File: config.mk
export PLATFORM = sky130hd
export DESIGN_NAME = cpu_front_top
export DESIGN_NICKNAME = d
export VERILOG_FILES = /design/src/hdl/cpu_front_pkg.sv /design/src/hdl/cpu_front_top.sv /design/src/hdl/micro_sequencer.sv /design/src/hdl/instr_decode.sv /design/src/hdl/fetch_queue.sv /design/src/hdl/program_fetch.sv
export VERILOG_INCLUDE_DIRS = /design/src /design/src/hdl
export SDC_FILE = /design/constraint.sdc
export NUM_CORES = 1
export LEC_CHECK = 0
export BUFFER_PORTS_ARGS = -buffer_cell sky130_fd_sc_hd__buf_2
export CORE_ASPECT_RATIO = 1.4
export CORE_MARGIN = 2
export CORE_UTILIZATION = 45
export DETAILED_ROUTE_END_ITERATION = 7
export PLACE_DENSITY_LB_ADDON = 0.05
export SYNTH_ARGS = -nofsm -noshare
export SYNTH_HDL_FRONTEND = slang
export SYNTH_HIERARCHICAL = 1
export SYNTH_SLANG_ARGS = --single-unit
File: constraint.sdc
create_clock -name clk -period 3.2 [get_ports clk]
set_clock_uncertainty 0.05 [all_clocks]
set_input_delay 0.32 -clock clk [delete_from_list [all_inputs] [get_ports clk]]
set_output_delay 0.32 -clock clk [all_outputs]
set_load 0.05 [all_outputs]
File: src/hdl/cpu_front_config.svh
`ifndef CPU_FRONT_CONFIG_SVH
`define CPU_FRONT_CONFIG_SVH

`define FETCH_QUEUE_DEPTH 4     // Queue entries
`define PC_WIDTH          12
`define OPCODE_WIDTH      12
`define UADDR_WIDTH       7     // Microcode address bits
`define ILLEGAL_UADDR     127   // Reserved routine for undecoded opcodes
`define LEN_CYCLE5        5     // Clocks per length class
`define LEN_CYCLE7        7
`define LEN_CYCLE12       12

`endif
File: src/hdl/cpu_front_pkg.sv
`include "cpu_front_config.svh"

package cpu_front_pkg;

    // Length class of a microcode routine
    typedef enum logic [1:0] {
        CYCLE5  = 2'd0,
        CYCLE7  = 2'd1,
        CYCLE12 = 2'd2
    } instr_length;

    // Queue payload, opcode tagged with its address
    typedef struct packed {
        logic [`PC_WIDTH-1:0]     pc;
        logic [`OPCODE_WIDTH-1:0] opcode;
    } fetch_word_t;

    typedef struct packed {
        logic                    valid;
        logic [`UADDR_WIDTH-1:0] micro_addr;
        logic [3:0]              step;               // 0 to length-1
        logic                    last;               // Final step of the routine
        logic                    skip_pc_increment;
        logic                    illegal;
        logic [7:0]              immed;
        logic [`PC_WIDTH-1:0]    pc;
    } uop_t;

endpackage

File: src/hdl/cpu_front_top.sv
`timescale 1ns/100ps
`include "cpu_front_config.svh"

module cpu_front_top (
    input  logic                     clk,
    input  logic                     arst_n,
    input  logic                     pc_load,        // Redirect from the datapath
    input  logic [`PC_WIDTH-1:0]     pc_load_value,
    input  logic [`OPCODE_WIDTH-1:0] opcode,         // Program memory read data
    output logic [`PC_WIDTH-1:0]     pc,
    output logic                     rd,
    output cpu_front_pkg::uop_t      uop
);
    localparam int CW = $clog2(`FETCH_QUEUE_DEPTH + 1);

    logic                       push;
    logic                       pop;
    logic                       empty;
    logic [CW-1:0]              level;
    cpu_front_pkg::fetch_word_t wdata;
    cpu_front_pkg::fetch_word_t rdata;

    program_fetch u_program_fetch (
        .clk           (clk),
        .arst_n        (arst_n),
        .pc_load       (pc_load),
        .pc_load_value (pc_load_value),
        .opcode        (opcode),
        .level         (level),
        .pc            (pc),
        .rd            (rd),
        .push          (push),
        .wdata         (wdata)
    );

    // A load flushes every queued word
    fetch_queue #(
        .payload_t (cpu_front_pkg::fetch_word_t),
        .DEPTH     (`FETCH_QUEUE_DEPTH)
    ) u_fetch_queue (
        .clk    (clk),
        .arst_n (arst_n),
        .flush  (pc_load),
        .push   (push),
        .wdata  (wdata),
        .pop    (pop),
        .rdata  (rdata),
        .empty  (empty),
        .level  (level)
    );

    micro_sequencer u_micro_sequencer (
        .clk    (clk),
        .arst_n (arst_n),
        .empty  (empty),
        .rdata  (rdata),
        .pop    (pop),
        .uop    (uop)
    );

endmodule

File: src/hdl/micro_sequencer.sv
`timescale 1ns/100ps
`include "cpu_front_config.svh"

module micro_sequencer (
    input  logic                       clk,
    input  logic                       arst_n,
    input  logic                       empty,
    input  cpu_front_pkg::fetch_word_t rdata,
    output logic                       pop,
    output cpu_front_pkg::uop_t        uop
);
    logic [`UADDR_WIDTH-1:0]    dec_addr;
    cpu_front_pkg::instr_length dec_len;
    logic                       dec_skip;
    logic                       dec_illegal;
    logic [7:0]                 dec_immed;
    logic [3:0]                 dec_limit;

    logic                       busy;
    logic [3:0]                 step;
    logic [3:0]                 limit;      // Index of the final step
    logic                       last;
    logic [`UADDR_WIDTH-1:0]    addr_q;
    logic                       skip_q;
    logic                       illegal_q;
    logic [7:0]                 immed_q;
    logic [`PC_WIDTH-1:0]       pc_q;

    instr_decode u_instr_decode (
        .opcode            (rdata.opcode),
        .micro_addr        (dec_addr),
        .cycle_length      (dec_len),
        .skip_pc_increment (dec_skip),
        .illegal           (dec_illegal),
        .immed             (dec_immed)
    );

    always_comb begin
        case (dec_len)
            cpu_front_pkg::CYCLE7:  dec_limit = 4'(`LEN_CYCLE7 - 1);
            cpu_front_pkg::CYCLE12: dec_limit = 4'(`LEN_CYCLE12 - 1);
            default:                dec_limit = 4'(`LEN_CYCLE5 - 1);
        endcase
    end

    assign last = busy && (step == limit);
    assign pop  = !empty && (!busy || last);    // Next routine starts with no gap

    always_ff @(posedge clk or negedge arst_n) begin
        if (!arst_n) begin
            busy  <= 1'b0;
            step  <= '0;
            limit <= '0;
        end else if (pop) begin
            busy  <= 1'b1;
            step  <= '0;
            limit <= dec_limit;
        end else if (last) begin
            busy <= 1'b0;                       // Queue ran dry
        end else if (busy) begin
            step <= step + 1'b1;
        end
    end

    always_ff @(posedge clk) begin
        if (pop) begin
            addr_q    <= dec_addr;
            skip_q    <= dec_skip;
            illegal_q <= dec_illegal;
            immed_q   <= dec_immed;
            pc_q      <= rdata.pc;
        end
    end

    assign uop = '{
        valid:             busy,
        micro_addr:        addr_q,
        step:              step,
        last:              last,
        skip_pc_increment: skip_q,
        illegal:           illegal_q,
        immed:             immed_q,
        pc:                pc_q
    };

endmodule

File: src/hdl/instr_decode.sv
`timescale 1ns/100ps
`include "cpu_front_config.svh"

module instr_decode (
    input  logic [`OPCODE_WIDTH-1:0] opcode,
    output logic [`UADDR_WIDTH-1:0]  micro_addr,
    output cpu_front_pkg::instr_length cycle_length,
    output logic                     skip_pc_increment,
    output logic                     illegal,
    output logic [7:0]               immed
);
    typedef struct packed {
        logic [`UADDR_WIDTH-1:0]    addr;
        cpu_front_pkg::instr_length len;
    } entry_t;

    localparam cpu_front_pkg::instr_length C5  = cpu_front_pkg::CYCLE5;
    localparam cpu_front_pkg::instr_length C7  = cpu_front_pkg::CYCLE7;
    localparam cpu_front_pkg::instr_length C12 = cpu_front_pkg::CYCLE12;
    localparam logic [`UADDR_WIDTH-1:0]    ILLEGAL = `ILLEGAL_UADDR;

    entry_t ent;

    assign micro_addr   = ent.addr;
    assign cycle_length = ent.len;
    assign illegal      = (ent.addr == ILLEGAL);  // No legal routine sits there
    assign immed        = opcode[7:0];

    always_comb begin
        ent               = '{ILLEGAL, C5};       // Table gaps
        skip_pc_increment = 1'b0;
        casez (opcode)
            12'h0??: ent = '{7'd0, C5};           // JP s
            12'h1??: begin                        // RETD e
                ent               = '{7'd1, C12};
                skip_pc_increment = 1'b1;
            end
            12'h2??: ent = '{7'd2, C5};           // JP C, s
            12'h3??: ent = '{7'd3, C5};           // JP NC, s
            12'h4??: begin                        // CALL s
                ent               = '{7'd4, C7};
                skip_pc_increment = 1'b1;
            end
            12'h5??: begin                        // CALZ s
                ent               = '{7'd5, C7};
                skip_pc_increment = 1'b1;
            end
            12'h6??: ent = '{7'd6, C5};           // JP Z, s
            12'h7??: ent = '{7'd7, C5};           // JP NZ, s
            12'h8??: ent = '{7'd8, C5};           // LD Y, e
            12'h9??: ent = '{7'd9, C5};           // LBPX MX, e
            12'hA0?: ent = '{7'd10, C7};          // ADC XH, i
            12'hA1?: ent = '{7'd11, C7};
            12'hA2?: ent = '{7'd12, C7};
            12'hA3?: ent = '{7'd13, C7};
            12'hA4?: ent = '{7'd14, C7};          // CP XH, i
            12'hA5?: ent = '{7'd15, C7};
            12'hA6?: ent = '{7'd16, C7};
            12'hA7?: ent = '{7'd17, C7};
            12'hA8?: ent = '{7'd18, C7};          // ADD r, q
            12'hA9?: ent = '{7'd19, C7};          // ADC r, q
            12'hAA?: ent = '{7'd20, C7};          // SUB r, q
            12'hAB?: ent = '{7'd21, C7};          // SBC r, q
            12'hAC?: ent = '{7'd22, C7};          // AND r, q
            12'hAD?: ent = '{7'd23, C7};          // OR r, q
            12'hAE?: ent = '{7'd24, C7};          // XOR r, q
            12'hAF?: ent = '{7'd25, C7};          // RLC r
            12'hB??: ent = '{7'd26, C5};          // LD X, e
            12'hC??: case (opcode[7:6])           // ALU r, i
                2'b00:   ent = '{7'd27, C7};
                2'b01:   ent = '{7'd28, C7};
                2'b10:   ent = '{7'd29, C7};
                default: ent = '{7'd30, C7};
            endcase
            12'hD??: case (opcode[7:6])           // XOR, SBC, FAN, CP with i
                2'b00:   ent = '{7'd31, C7};
                2'b01:   ent = '{7'd32, C7};
                2'b10:   ent = '{7'd33, C7};
                default: ent = '{7'd34, C7};
            endcase
            12'hE??: casez (opcode[7:0])
                8'b00??_????: ent = '{7'd35, C5}; // LD r, i
                8'b010?_????: ent = '{7'd36, C5}; // PSET p
                8'b0110_????: ent = '{7'd37, C5}; // LDPX MX, i
                8'b0111_????: ent = '{7'd38, C5}; // LDPY MY, i
                8'b1000_00??: ent = '{7'd39, C5};
                8'b1000_01??: ent = '{7'd40, C5};
                8'b1000_10??: ent = '{7'd41, C5};
                8'b1000_11??: ent = '{7'd42, C5}; // RRC r
                8'b1001_00??: ent = '{7'd43, C5};
                8'b1001_01??: ent = '{7'd44, C5};
                8'b1001_10??: ent = '{7'd45, C5};
                8'b1010_00??: ent = '{7'd46, C5}; // LD r, XP
                8'b1010_01??: ent = '{7'd47, C5};
                8'b1010_10??: ent = '{7'd48, C5};
                8'b1011_00??: ent = '{7'd49, C5}; // LD r, YP
                8'b1011_01??: ent = '{7'd50, C5};
                8'b1011_10??: ent = '{7'd51, C5};
                8'b1100_????: ent = '{7'd52, C5}; // LD r, q
                8'b1110_????: ent = '{7'd53, C5}; // LDPX r, q
                8'b1111_????: ent = '{7'd54, C5}; // LDPY r, q
                default:      ;
            endcase
            12'hF0?: ent = '{7'd55, C7};          // CP r, q
            12'hF1?: ent = '{7'd56, C7};          // FAN r, q
            12'hF2?: case (opcode[3:2])
                2'b10:   ent = '{7'd57, C7};      // ACPX MX, r
                2'b11:   ent = '{7'd58, C7};      // ACPY MY, r
                default: ;
            endcase
            12'hF3?: case (opcode[3:2])
                2'b10:   ent = '{7'd59, C7};      // SCPX MX, r
                2'b11:   ent = '{7'd60, C7};      // SCPY MY, r
                default: ;
            endcase
            12'hF4?: ent = '{7'd61, C7};          // SET F, i
            12'hF5?: ent = '{7'd62, C7};          // RST F, i
            12'hF6?: ent = '{7'd63, C7};          // INC Mn
            12'hF7?: ent = '{7'd64, C7};          // DEC Mn
            12'hF8?: ent = '{7'd65, C5};
            12'hF9?: ent = '{7'd66, C5};
            12'hFA?: ent = '{7'd67, C5};
            12'hFB?: ent = '{7'd68, C5};
            12'hFC?: casez (opcode[3:0])          // Stack pushes
                4'b00??: ent = '{7'd69, C5};
                4'b0100: ent = '{7'd70, C5};
                4'b0101: ent = '{7'd71, C5};
                4'b0110: ent = '{7'd72, C5};
                4'b0111: ent = '{7'd73, C5};
                4'b1000: ent = '{7'd74, C5};
                4'b1001: ent = '{7'd75, C5};
                4'b1010: ent = '{7'd76, C5};
                4'b1011: ent = '{7'd77, C5};      // DEC SP
                default: ;
            endcase
            12'hFD?: casez (opcode[3:0])          // Stack pops and returns
                4'b00??: ent = '{7'd78, C5};
                4'b0100: ent = '{7'd79, C5};
                4'b0101: ent = '{7'd80, C5};
                4'b0110: ent = '{7'd81, C5};
                4'b0111: ent = '{7'd82, C5};
                4'b1000: ent = '{7'd83, C5};
                4'b1001: ent = '{7'd84, C5};
                4'b1010: ent = '{7'd85, C5};
                4'b1011: ent = '{7'd86, C5};      // INC SP
                4'b1110: ent = '{7'd87, C12};     // RETS
                4'b1111: begin                    // RET
                    ent               = '{7'd88, C7};
                    skip_pc_increment = 1'b1;
                end
                default: ;
            endcase
            12'hFE?: casez (opcode[3:0])
                4'b00??: ent = '{7'd89, C5};      // LD SPH, r
                4'b01??: ent = '{7'd90, C5};      // LD r, SPH
                4'b1000: ent = '{7'd91, C5};      // JPBA
                default: ;
            endcase
            12'hFF?: casez (opcode[3:0])
                4'b00??: ent = '{7'd92, C5};      // LD SPL, r
                4'b01??: ent = '{7'd93, C5};      // LD r, SPL
                4'b1000: ent = '{7'd94, C5};      // HALT
                4'b1001: ent = '{7'd95, C5};      // SLP
                4'b1011: ent = '{7'd96, C5};      // NOP5
                4'b1111: ent = '{7'd97, C7};      // NOP7
                default: ;
            endcase
            default: ;
        endcase
    end

endmodule

File: src/hdl/fetch_queue.sv
`timescale 1ns/100ps
`include "cpu_front_config.svh"

module fetch_queue #(
    parameter type payload_t = logic,
    parameter int  DEPTH     = `FETCH_QUEUE_DEPTH
) (
    input  logic                       clk,
    input  logic                       arst_n,
    input  logic                       flush,
    input  logic                       push,
    input  payload_t                   wdata,
    input  logic                       pop,
    output payload_t                   rdata,
    output logic                       empty,
    output logic [$clog2(DEPTH+1)-1:0] level
);
    localparam int PW = $clog2(DEPTH);
    localparam int CW = $clog2(DEPTH + 1);

    payload_t      mem [DEPTH];
    logic [PW-1:0] wr_ptr;
    logic [PW-1:0] rd_ptr;
    logic [CW-1:0] count;

    function automatic logic [PW-1:0] next_ptr(input logic [PW-1:0] ptr);
        return (ptr == PW'(DEPTH - 1)) ? '0 : ptr + 1'b1;
    endfunction

    assign rdata = mem[rd_ptr];                  // Head shown before the pop
    assign empty = (count == '0) || flush;       // Stale head hidden on flush
    assign level = count;

    always_ff @(posedge clk or negedge arst_n) begin
        if (!arst_n) begin
            wr_ptr <= '0;
            rd_ptr <= '0;
            count  <= '0;
        end else if (flush) begin
            wr_ptr <= '0;
            rd_ptr <= '0;
            count  <= '0;
        end else begin
            if (push) begin
                wr_ptr <= next_ptr(wr_ptr);
            end
            if (pop) begin
                rd_ptr <= next_ptr(rd_ptr);
            end
            count <= count + CW'(push) - CW'(pop);
        end
    end

    always_ff @(posedge clk) begin
        if (push) begin
            mem[wr_ptr] <= wdata;
        end
    end

endmodule

File: src/hdl/program_fetch.sv
`timescale 1ns/100ps
`include "cpu_front_config.svh"

module program_fetch (
    input  logic                                    clk,
    input  logic                                    arst_n,
    input  logic                                    pc_load,
    input  logic [`PC_WIDTH-1:0]                    pc_load_value,
    input  logic [`OPCODE_WIDTH-1:0]                opcode,
    input  logic [$clog2(`FETCH_QUEUE_DEPTH+1)-1:0] level,
    output logic [`PC_WIDTH-1:0]                    pc,
    output logic                                    rd,
    output logic                                    push,
    output cpu_front_pkg::fetch_word_t              wdata
);
    localparam int CW = $clog2(`FETCH_QUEUE_DEPTH + 1);

    logic                 fetch_en;     // Holds off reads until out of reset
    logic                 pending;      // Read issued last cycle
    logic [`PC_WIDTH-1:0] pending_pc;
    logic [CW:0]          used;         // Queue entries plus read in flight

    assign used  = {1'b0, level} + {{CW{1'b0}}, pending};
    assign rd    = fetch_en && (int'(used) < `FETCH_QUEUE_DEPTH);
    assign push  = pending;             // Opcode arrives one cycle after rd
    assign wdata = '{pc: pending_pc, opcode: opcode};

    always_ff @(posedge clk or negedge arst_n) begin
        if (!arst_n) begin
            fetch_en <= 1'b0;
            pending  <= 1'b0;
            pc       <= '0;
        end else begin
            fetch_en <= 1'b1;
            pending  <= rd && !pc_load;  // Discard the read issued with a load
            if (pc_load) begin
                pc <= pc_load_value;
            end else if (rd) begin
                pc <= pc + 1'b1;
            end
        end
    end

    // Address tag for the returning opcode
    always_ff @(posedge clk) begin
        if (rd) begin
            pending_pc <= pc;
        end
    end

endmodule

==> results.py, run 1 <==
metrics = {
    "yosys": {
        "synthMuxAreaShare_pct": 7.83,
        "synthTopCellsByArea": "edfxtp_1, dfrtp_1, mux4_2",
        "synth_flop_cell": "edfxtp_1",
        "yosysUniqueCellTypes": 77,
        "synthArstFlopShare_pct": 17.5,
        "synth-simple-area-share_pct": 11.7,
        "netlist_area_um2": 7930,
        "syn-num-nets": 613,
        "synth_warnings": 6,
        "synth_edf_count": 137,
        "synthXorXnorAreaFrac_pct": 1.83,
        "synth_cells": 568,
        "synth_top_area_share_pct": 51.9,
        "seq_area_frac_synth_pct": 61.1,
        "synth_top_family_by_area": "simple AND/OR/NAND/NOR gates",
        "ys_seq_elements": 166,
        "avgSynthCellArea_um2": 14.0,
        "synth_compound_area_share_pct": 8.84,
        "synth_top_cell_by_area": "edfxtp_1",
        "synthAdderAreaFrac_pct": 2.94,
    },
    "cts": {
        "cts_buffer_depth": 2,
        "cts_tree": "built",
        "path_clk_slew_ns": 0.07,
        "cts_root_buffer": "clkbuf_16",
        "cts_sinks": 166,
        "htree_num_levels": 4,
        "cts_buffers": 17,
        "clock_latency_ns": 0.42,
    },
    "worst_setup_path": {
        "r2r_slack_ns": 0.12,
        "crit_chain": "mux4_2 -> ha_1 -> nor2_1 -> nand2_1 -> a32o_1 -> or4b_4 -> and4b_1",
        "critPathMaxStageDelay_ns": 0.59,
        "cp.arrival_ns": 3.21,
        "required_ns": 3.32,
        "cpMaxStageDelayCell": "mux4_2",
        "path_delay_family": "simple AND/OR/NAND/NOR gates",
        "critPathCaptureType": "flop",
        "startpoint_type": "flop",
        "critical_path_class": "reg -> reg",
        "cp.buffers_inverters": 0,
        "critPathMaxFanout": 7,
    },
    "sta": {
        "final.setup.worst_slack_ns": 0.116,
        "max_slew_margin_pct": 51.3,
        "report.final.slew_viol_count": 0,
        "post-route-period-util_pct": 96.4,
        "fin_crit_ns": 3.08,
        "finalSetupViolCount": 0,
        "hold_viol": 0,
        "max_freq_mhz": 324,
        "worstMarginPinSlew_ns": 0.730,
        "timing.hold.ws_ns": 0.0584,
    },
    "detailed_routing": {
        "routedWlPerCell_um": 20.9,
        "routed-wl-met2_mm": 10.7,
        "drt.antenna.violating_nets": 0,
        "vias": 5158,
        "m1WireLength_mm": 7.02,
        "finalWirelength_mm": 19.4,
        "wl_met3_um": 599,
        "drt_iter0_drc": 290,
        "top_signal_layer_used": "met5",
        "drc": 0,
        "first_pass_iters": 4,
        "drt-vias-per-instance": 5.55,
    },
    "hold_path": {
        "hold_class": "in -> reg",
    },
    "floorplanning": {
        "initial_utilization_pct": 45.7,
        "die_w_um": 116,
        "pin_count": 75,
        "die_area_um2": 18700,
        "coreArea_um2": 17300,
        "die_h_um": 161,
        "rows": 57,
    },
    "cells_and_area": {
        "nNetsFinal": 725,
        "drive_above_1_share_pct": 32.2,
        "final_cell_mix": "edfxtp_1, buf_2, buf_4",
        "antennaDiodeCount": 0,
        "final_cell_area_um2": 9420,
        "final_core_util_pct": 54.4,
        "area_delta_synth_final_pct": 18.9,
        "final_common_cell": "edfxtp_1",
    },
    "grt": {
        "gr-usage-all-layers_pct": 22.1,
        "antenna_found_initial": 2,
        "grt.overflow.total": 0,
        "grt_max_degree": 36,
        "grt_pass1_wl_mm": 30.3,
        "grt_pass1_vias": 5446,
    },
    "power_and_ir_drop": {
        "p_sw_share_pct": 34.1,
        "cellLeakagePower_nw": 3.58,
        "combPwrFrac_pct": 30.7,
        "p_switching_mw": 2.38,
        "powerDensity_nw_per_um2": 741,
        "vdd_drop_max_mv": 0.606,
        "seqPwrFrac_pct": 39.9,
        "clockPowerShare_pct": 29.4,
        "power_mw": 6.98,
        "power.internal_mw": 4.60,
    },
    "place": {
        "gp_congestion": 0.980,
        "place_hpwl_mm": 14.2,
        "port_buffers": 74,
        "dp_slack_ns": -0.0844,
        "place_area_um2": 8720,
    },
    "outcome": {
        "status": "complete, no violations",
    },
    "job": {
        "drv_cap": 0,
    },
}
-- final cells by class --
type                            instances  area, um2
Multi-Input combinational cell        324       2660
Clock inverter                         14        168
Inverter                               23       86.3
Sequential cell                       166       4840
Fill cell                            1491       7910
Tap cell                              236        295
Timing Repair Buffer                  148        945
Clock buffer                           18        429
-- routing by layer --
metal,up-vias,global-route usage (%)
met1,2563,23.2
met3,66,4.09
met2,157,40.5
met5,-,0
met4,4,12.4
li1,2368,-
-- cells by family after synthesis --
group | Yosys count
DFF | 166
xor gates and xnor gates | 15
other | 1
muxes | 30
and+or+nand+nor | 162
adders and majority gates | 18
AOI/OAI and AO/OA | 98
buffers and inverters | 78
-- worst min-delay path, delay by kind of cell --
family	cells	cell delay (ns)
buffers and inverters	1	0.07
and+or+nand+nor	1	0.04
AOI/OAI and AO/OA	1	0.06
-- path summary, 6_finish.rpt --
| check | startpoint | to | cells after the start |
|---|---|---|---|
| worst max register to register | u_fetch_queue/rd_ptr[0] | u_micro_sequencer/illegal_q | 7 |
| worst max-delay path | u_fetch_queue/rd_ptr[0] | u_micro_sequencer/illegal_q | 7 |
| min in group asynchronous | arst_n | u_micro_sequencer/limit[2] | 2 |
| max in group asynchronous | arst_n | u_fetch_queue/rd_ptr[0] | 2 |
| worst min-delay path | pc_load_value[2] | u_program_fetch/pc[2] | 3 |
| worst min register to register | u_program_fetch/pending_pc[6] | u_fetch_queue/mem[0][18] | 0 |
-- cells in the mapped netlist (7+ instances only) --
cell / number
a21oi_1: 15
and2_1: 13
buf_2: 17
buf_4: 26
clkbuf_1: 7
dfrtp_1: 29
edfxtp_1: 137
ha_1: 17
inv_1: 23
mux4_2: 20
nand2_1: 40
nand2b_1: 11
nand3_1: 14
nand4_1: 9
nor2_1: 22
nor2b_1: 8
o21ai_0: 19
xor2_1: 14
-- metrics by stage --
step                      setup TNS, ns  instances
after floorplan                       0        568
after global placement          -0.0866        889
after detailed placement        -0.0909        889
after CTS                             0        927
after global routing           -0.00538        929
final                                 0        929
-- sequential cells by signal, summed over array words and instances (netlist names) --
signal / flops
u_fetch_queue/mem: 96
u_micro_sequencer/limit: 3
u_micro_sequencer/illegal_q: 1
u_micro_sequencer/immed_q: 8
u_fetch_queue/wr_ptr: 2
u_micro_sequencer/busy: 1
u_program_fetch/fetch_en: 1
u_program_fetch/push: 1
u_micro_sequencer/skip_q: 1
u_fetch_queue/level: 3
u_micro_sequencer/pc_q: 12
u_fetch_queue/rd_ptr: 2
u_micro_sequencer/step: 4
u_program_fetch/pending_pc: 12
u_micro_sequencer/addr_q: 7
u_program_fetch/pc: 12
-- power by group through the flow --
stage,sequential [mW],combinational (mW),clock (mW)
after global routing,2.82,2.30,2.19
final,2.79,2.14,2.05
after floorplan,3.11,1.17,0
after CTS,2.79,2.13,2.10
after global placement,2.82,2.07,0
after detailed placement,2.83,2.09,0
-- what timing repair did --
action                                  in CTS  in global routing
resized for setup                            3                  7
buffers inserted                             5                  2
hold buffers                                 1                  0
pin swaps                                    0                  0
endpoints found under the setup margin       2                  4
hold endpoints to repair                    29                  0
No activity file was read; power rests on OpenSTA's default activity.
==> run 2, diff against run 1 <==
Settings changed: CORE_UTILIZATION 45 to 40.
==> run 2 against run 1 <==
Net effect:
- combinational power shrank 2%
- cell count rose by 0.11%
- sequential share of layout area grew 0.30 points
- die area up 12%
- sequential power about the same
- highest routed layer unchanged
- cell area is 0.57% lower
- clock power hardly changed
==> results.py, run 2 (synthesis results as in run 1) <==
metrics = {
    "sta": {
        "report.final.slew_viol_count": 0,
        "rsz0062_at_grt": "no",
        "post-route-period-util_pct": 96.7,
        "max_freq_mhz": 323,
        "fin_crit_ns": 3.09,
        "max_slew_margin_pct": 51.3,
        "hold_viol": 0,
        "worstMarginPinSlew_ns": 0.731,
        "finalSetupViolCount": 0,
    },
    "worst_setup_path": {
        "path_delay_family": "compound AO/OA/AOI/OAI gates",
        "rr_worst_depth": 7,
        "critPathMaxFanout": 16,
        "cpMaxStageDelayCell": "mux4_2",
        "critical_path_class": "reg -> reg",
        "startpoint_type": "flop",
        "required_ns": 3.33,
        "cp.arrival_ns": 3.23,
        "crit_chain": "buf_4 -> mux4_2 -> o31a_1 -> and3_1 -> a221o_1 -> o21ai_0 -> and4b_1",
        "cp.buffers_inverters": 1,
        "critPathMaxStageDelay_ns": 0.69,
        "critPathCaptureType": "flop",
        "crit_cells": 7,
    },
    "detailed_routing": {
        "finalWirelength_mm": 19.7,
        "drt.antenna.violating_nets": 0,
        "first_pass_iters": 5,
        "drt-vias-per-instance": 5.47,
        "drt_iter0_drc": 359,
        "vias": 5091,
        "drc": 0,
        "routedWlPerCell_um": 21.2,
    },
    "cells_and_area": {
        "drive_above_1_share_pct": 30.9,
        "area_delta_synth_final_pct": 18.2,
        "final_common_cell": "edfxtp_1",
        "top_register": "u_fetch_queue/mem",
        "final_cell_mix": "edfxtp_1, buf_2, buf_4",
        "final_core_util_pct": 48.6,
        "largest_reg_flops": 96,
        "nNetsFinal": 714,
        "antennaDiodeCount": 0,
        "nFillCells": 1696,
        "final_cell_area_um2": 9370,
    },
    "place": {
        "place_hpwl_mm": 14.6,
        "port_buffers": 74,
        "place_area_um2": 8720,
        "gp_congestion": 0.934,
    },
    "floorplanning": {
        "die_h_um": 171,
        "initial_utilization_pct": 41.1,
        "pin_count": 75,
        "rows": 60,
        "die_area_um2": 21000,
        "die_w_um": 123,
        "coreArea_um2": 19300,
    },
    "cts": {
        "clock_latency_ns": 0.43,
        "cts_tree": "built",
        "cts_buffer_depth": 2,
        "path_clk_slew_ns": 0.08,
        "cts_root_buffer": "clkbuf_16",
        "cts_sinks": 166,
        "htree_num_levels": 4,
        "cts_buffers": 17,
    },
    "outcome": {
        "status": "complete, no violations",
    },
    "power_and_ir_drop": {
        "clockPowerShare_pct": 29.8,
        "power_mw": 6.95,
        "p_sw_share_pct": 35.8,
        "powerDensity_nw_per_um2": 742,
        "power.internal_mw": 4.46,
        "combPwrFrac_pct": 30.0,
        "vdd_drop_max_mv": 0.345,
        "seqPwrFrac_pct": 40.1,
        "p_switching_mw": 2.49,
        "cellLeakagePower_nw": 3.54,
    },
    "hold_path": {
        "hold_class": "in -> reg",
        "hold_depth": 3,
    },
    "grt": {
        "grt_pass1_wl_mm": 30.6,
        "grt.overflow.total": 0,
        "grt_max_degree": 36,
        "grt_pass1_vias": 5358,
        "gr-usage-all-layers_pct": 20.2,
        "antenna_found_initial": 1,
    },
    "job": {
        "drv_cap": 0,
    },
}
==> run 2: metal layers <==
layer / vias up / share of wire (%) / track usage [%]
met4: 2 / 4.9 / 11.3
met5: - / 0.066 / 0
met2: 151 / 56 / 37.7
met1: 2543 / 35 / 20.6
li1: 2348 / - / -
met3: 47 / 3.6 / 4.00
==> run 2: worst min-delay path, stage by stage <==
cell and delay (ns):
buf_2 0.07, nand2_1 0.04, o21ai_1 0.06
==> run 2: what timing repair did <==
action	in CTS	in global routing
buffers inserted	0	1
hold buffers	1	0
gates resized for setup	1	5
endpoints found under the setup margin	1	2
hold endpoints to repair	29	0
==> run 2: worst paths after layout <==
path	end	from	slack (ns)
max in group asynchronous	u_fetch_queue/rd_ptr[0]	arst_n	2.14
setup reg to reg	u_micro_sequencer/illegal_q	u_fetch_queue/rd_ptr[0]	0.11
min in group asynchronous	u_fetch_queue/level[0]	arst_n	0.43
hold / removal	u_program_fetch/pc[5]	pc_load_value[5]	0.05
hold reg to reg	u_fetch_queue/mem[1][15]	u_program_fetch/pending_pc[3]	0.45
setup / recovery	u_micro_sequencer/illegal_q	u_fetch_queue/rd_ptr[0]	0.11
==> run 2: layout make-up <==
type | instances | area, um2 | area share [%]
tap | 248 | 310 | 3.31
sequential | 166 | 4840 | 51.7
clock inverter | 15 | 194 | 2.07
clock buffer | 17 | 425 | 4.54
timing repair buffer | 137 | 871 | 9.30
inverter | 23 | 86.3 | 0.922
multi-input combinational | 324 | 2640 | 28.2
==> run 2: per-stage QoR <==
stage | setup slack [ns] | std cells | hold slack, ns | setup TNS [ns]
6_report | 0.105 | 930 | 0.0480 | 0
3_3_place_gp | -0.0718 | 896 | 0.361 | -0.0718
5_1_grt | 0.00219 | 930 | 0.0362 | 0
2_1_floorplan | 0.0914 | 568 | -0.0256 | 0
4_1_cts | 0.0865 | 929 | 0.0268 | 0
3_5_place_dp | 0.00868 | 896 | 0.368 | 0
==> run 2: power by group through the flow <==
stage                     clock [mW]  sequential, mW  combinational, mW
final                           2.07            2.79               2.09
after global routing            2.23            2.83               2.26
after CTS                       2.14            2.79               2.09
after detailed placement           0            2.84               2.08
after global placement             0            2.83               2.09
after floorplan                    0            3.11               1.17
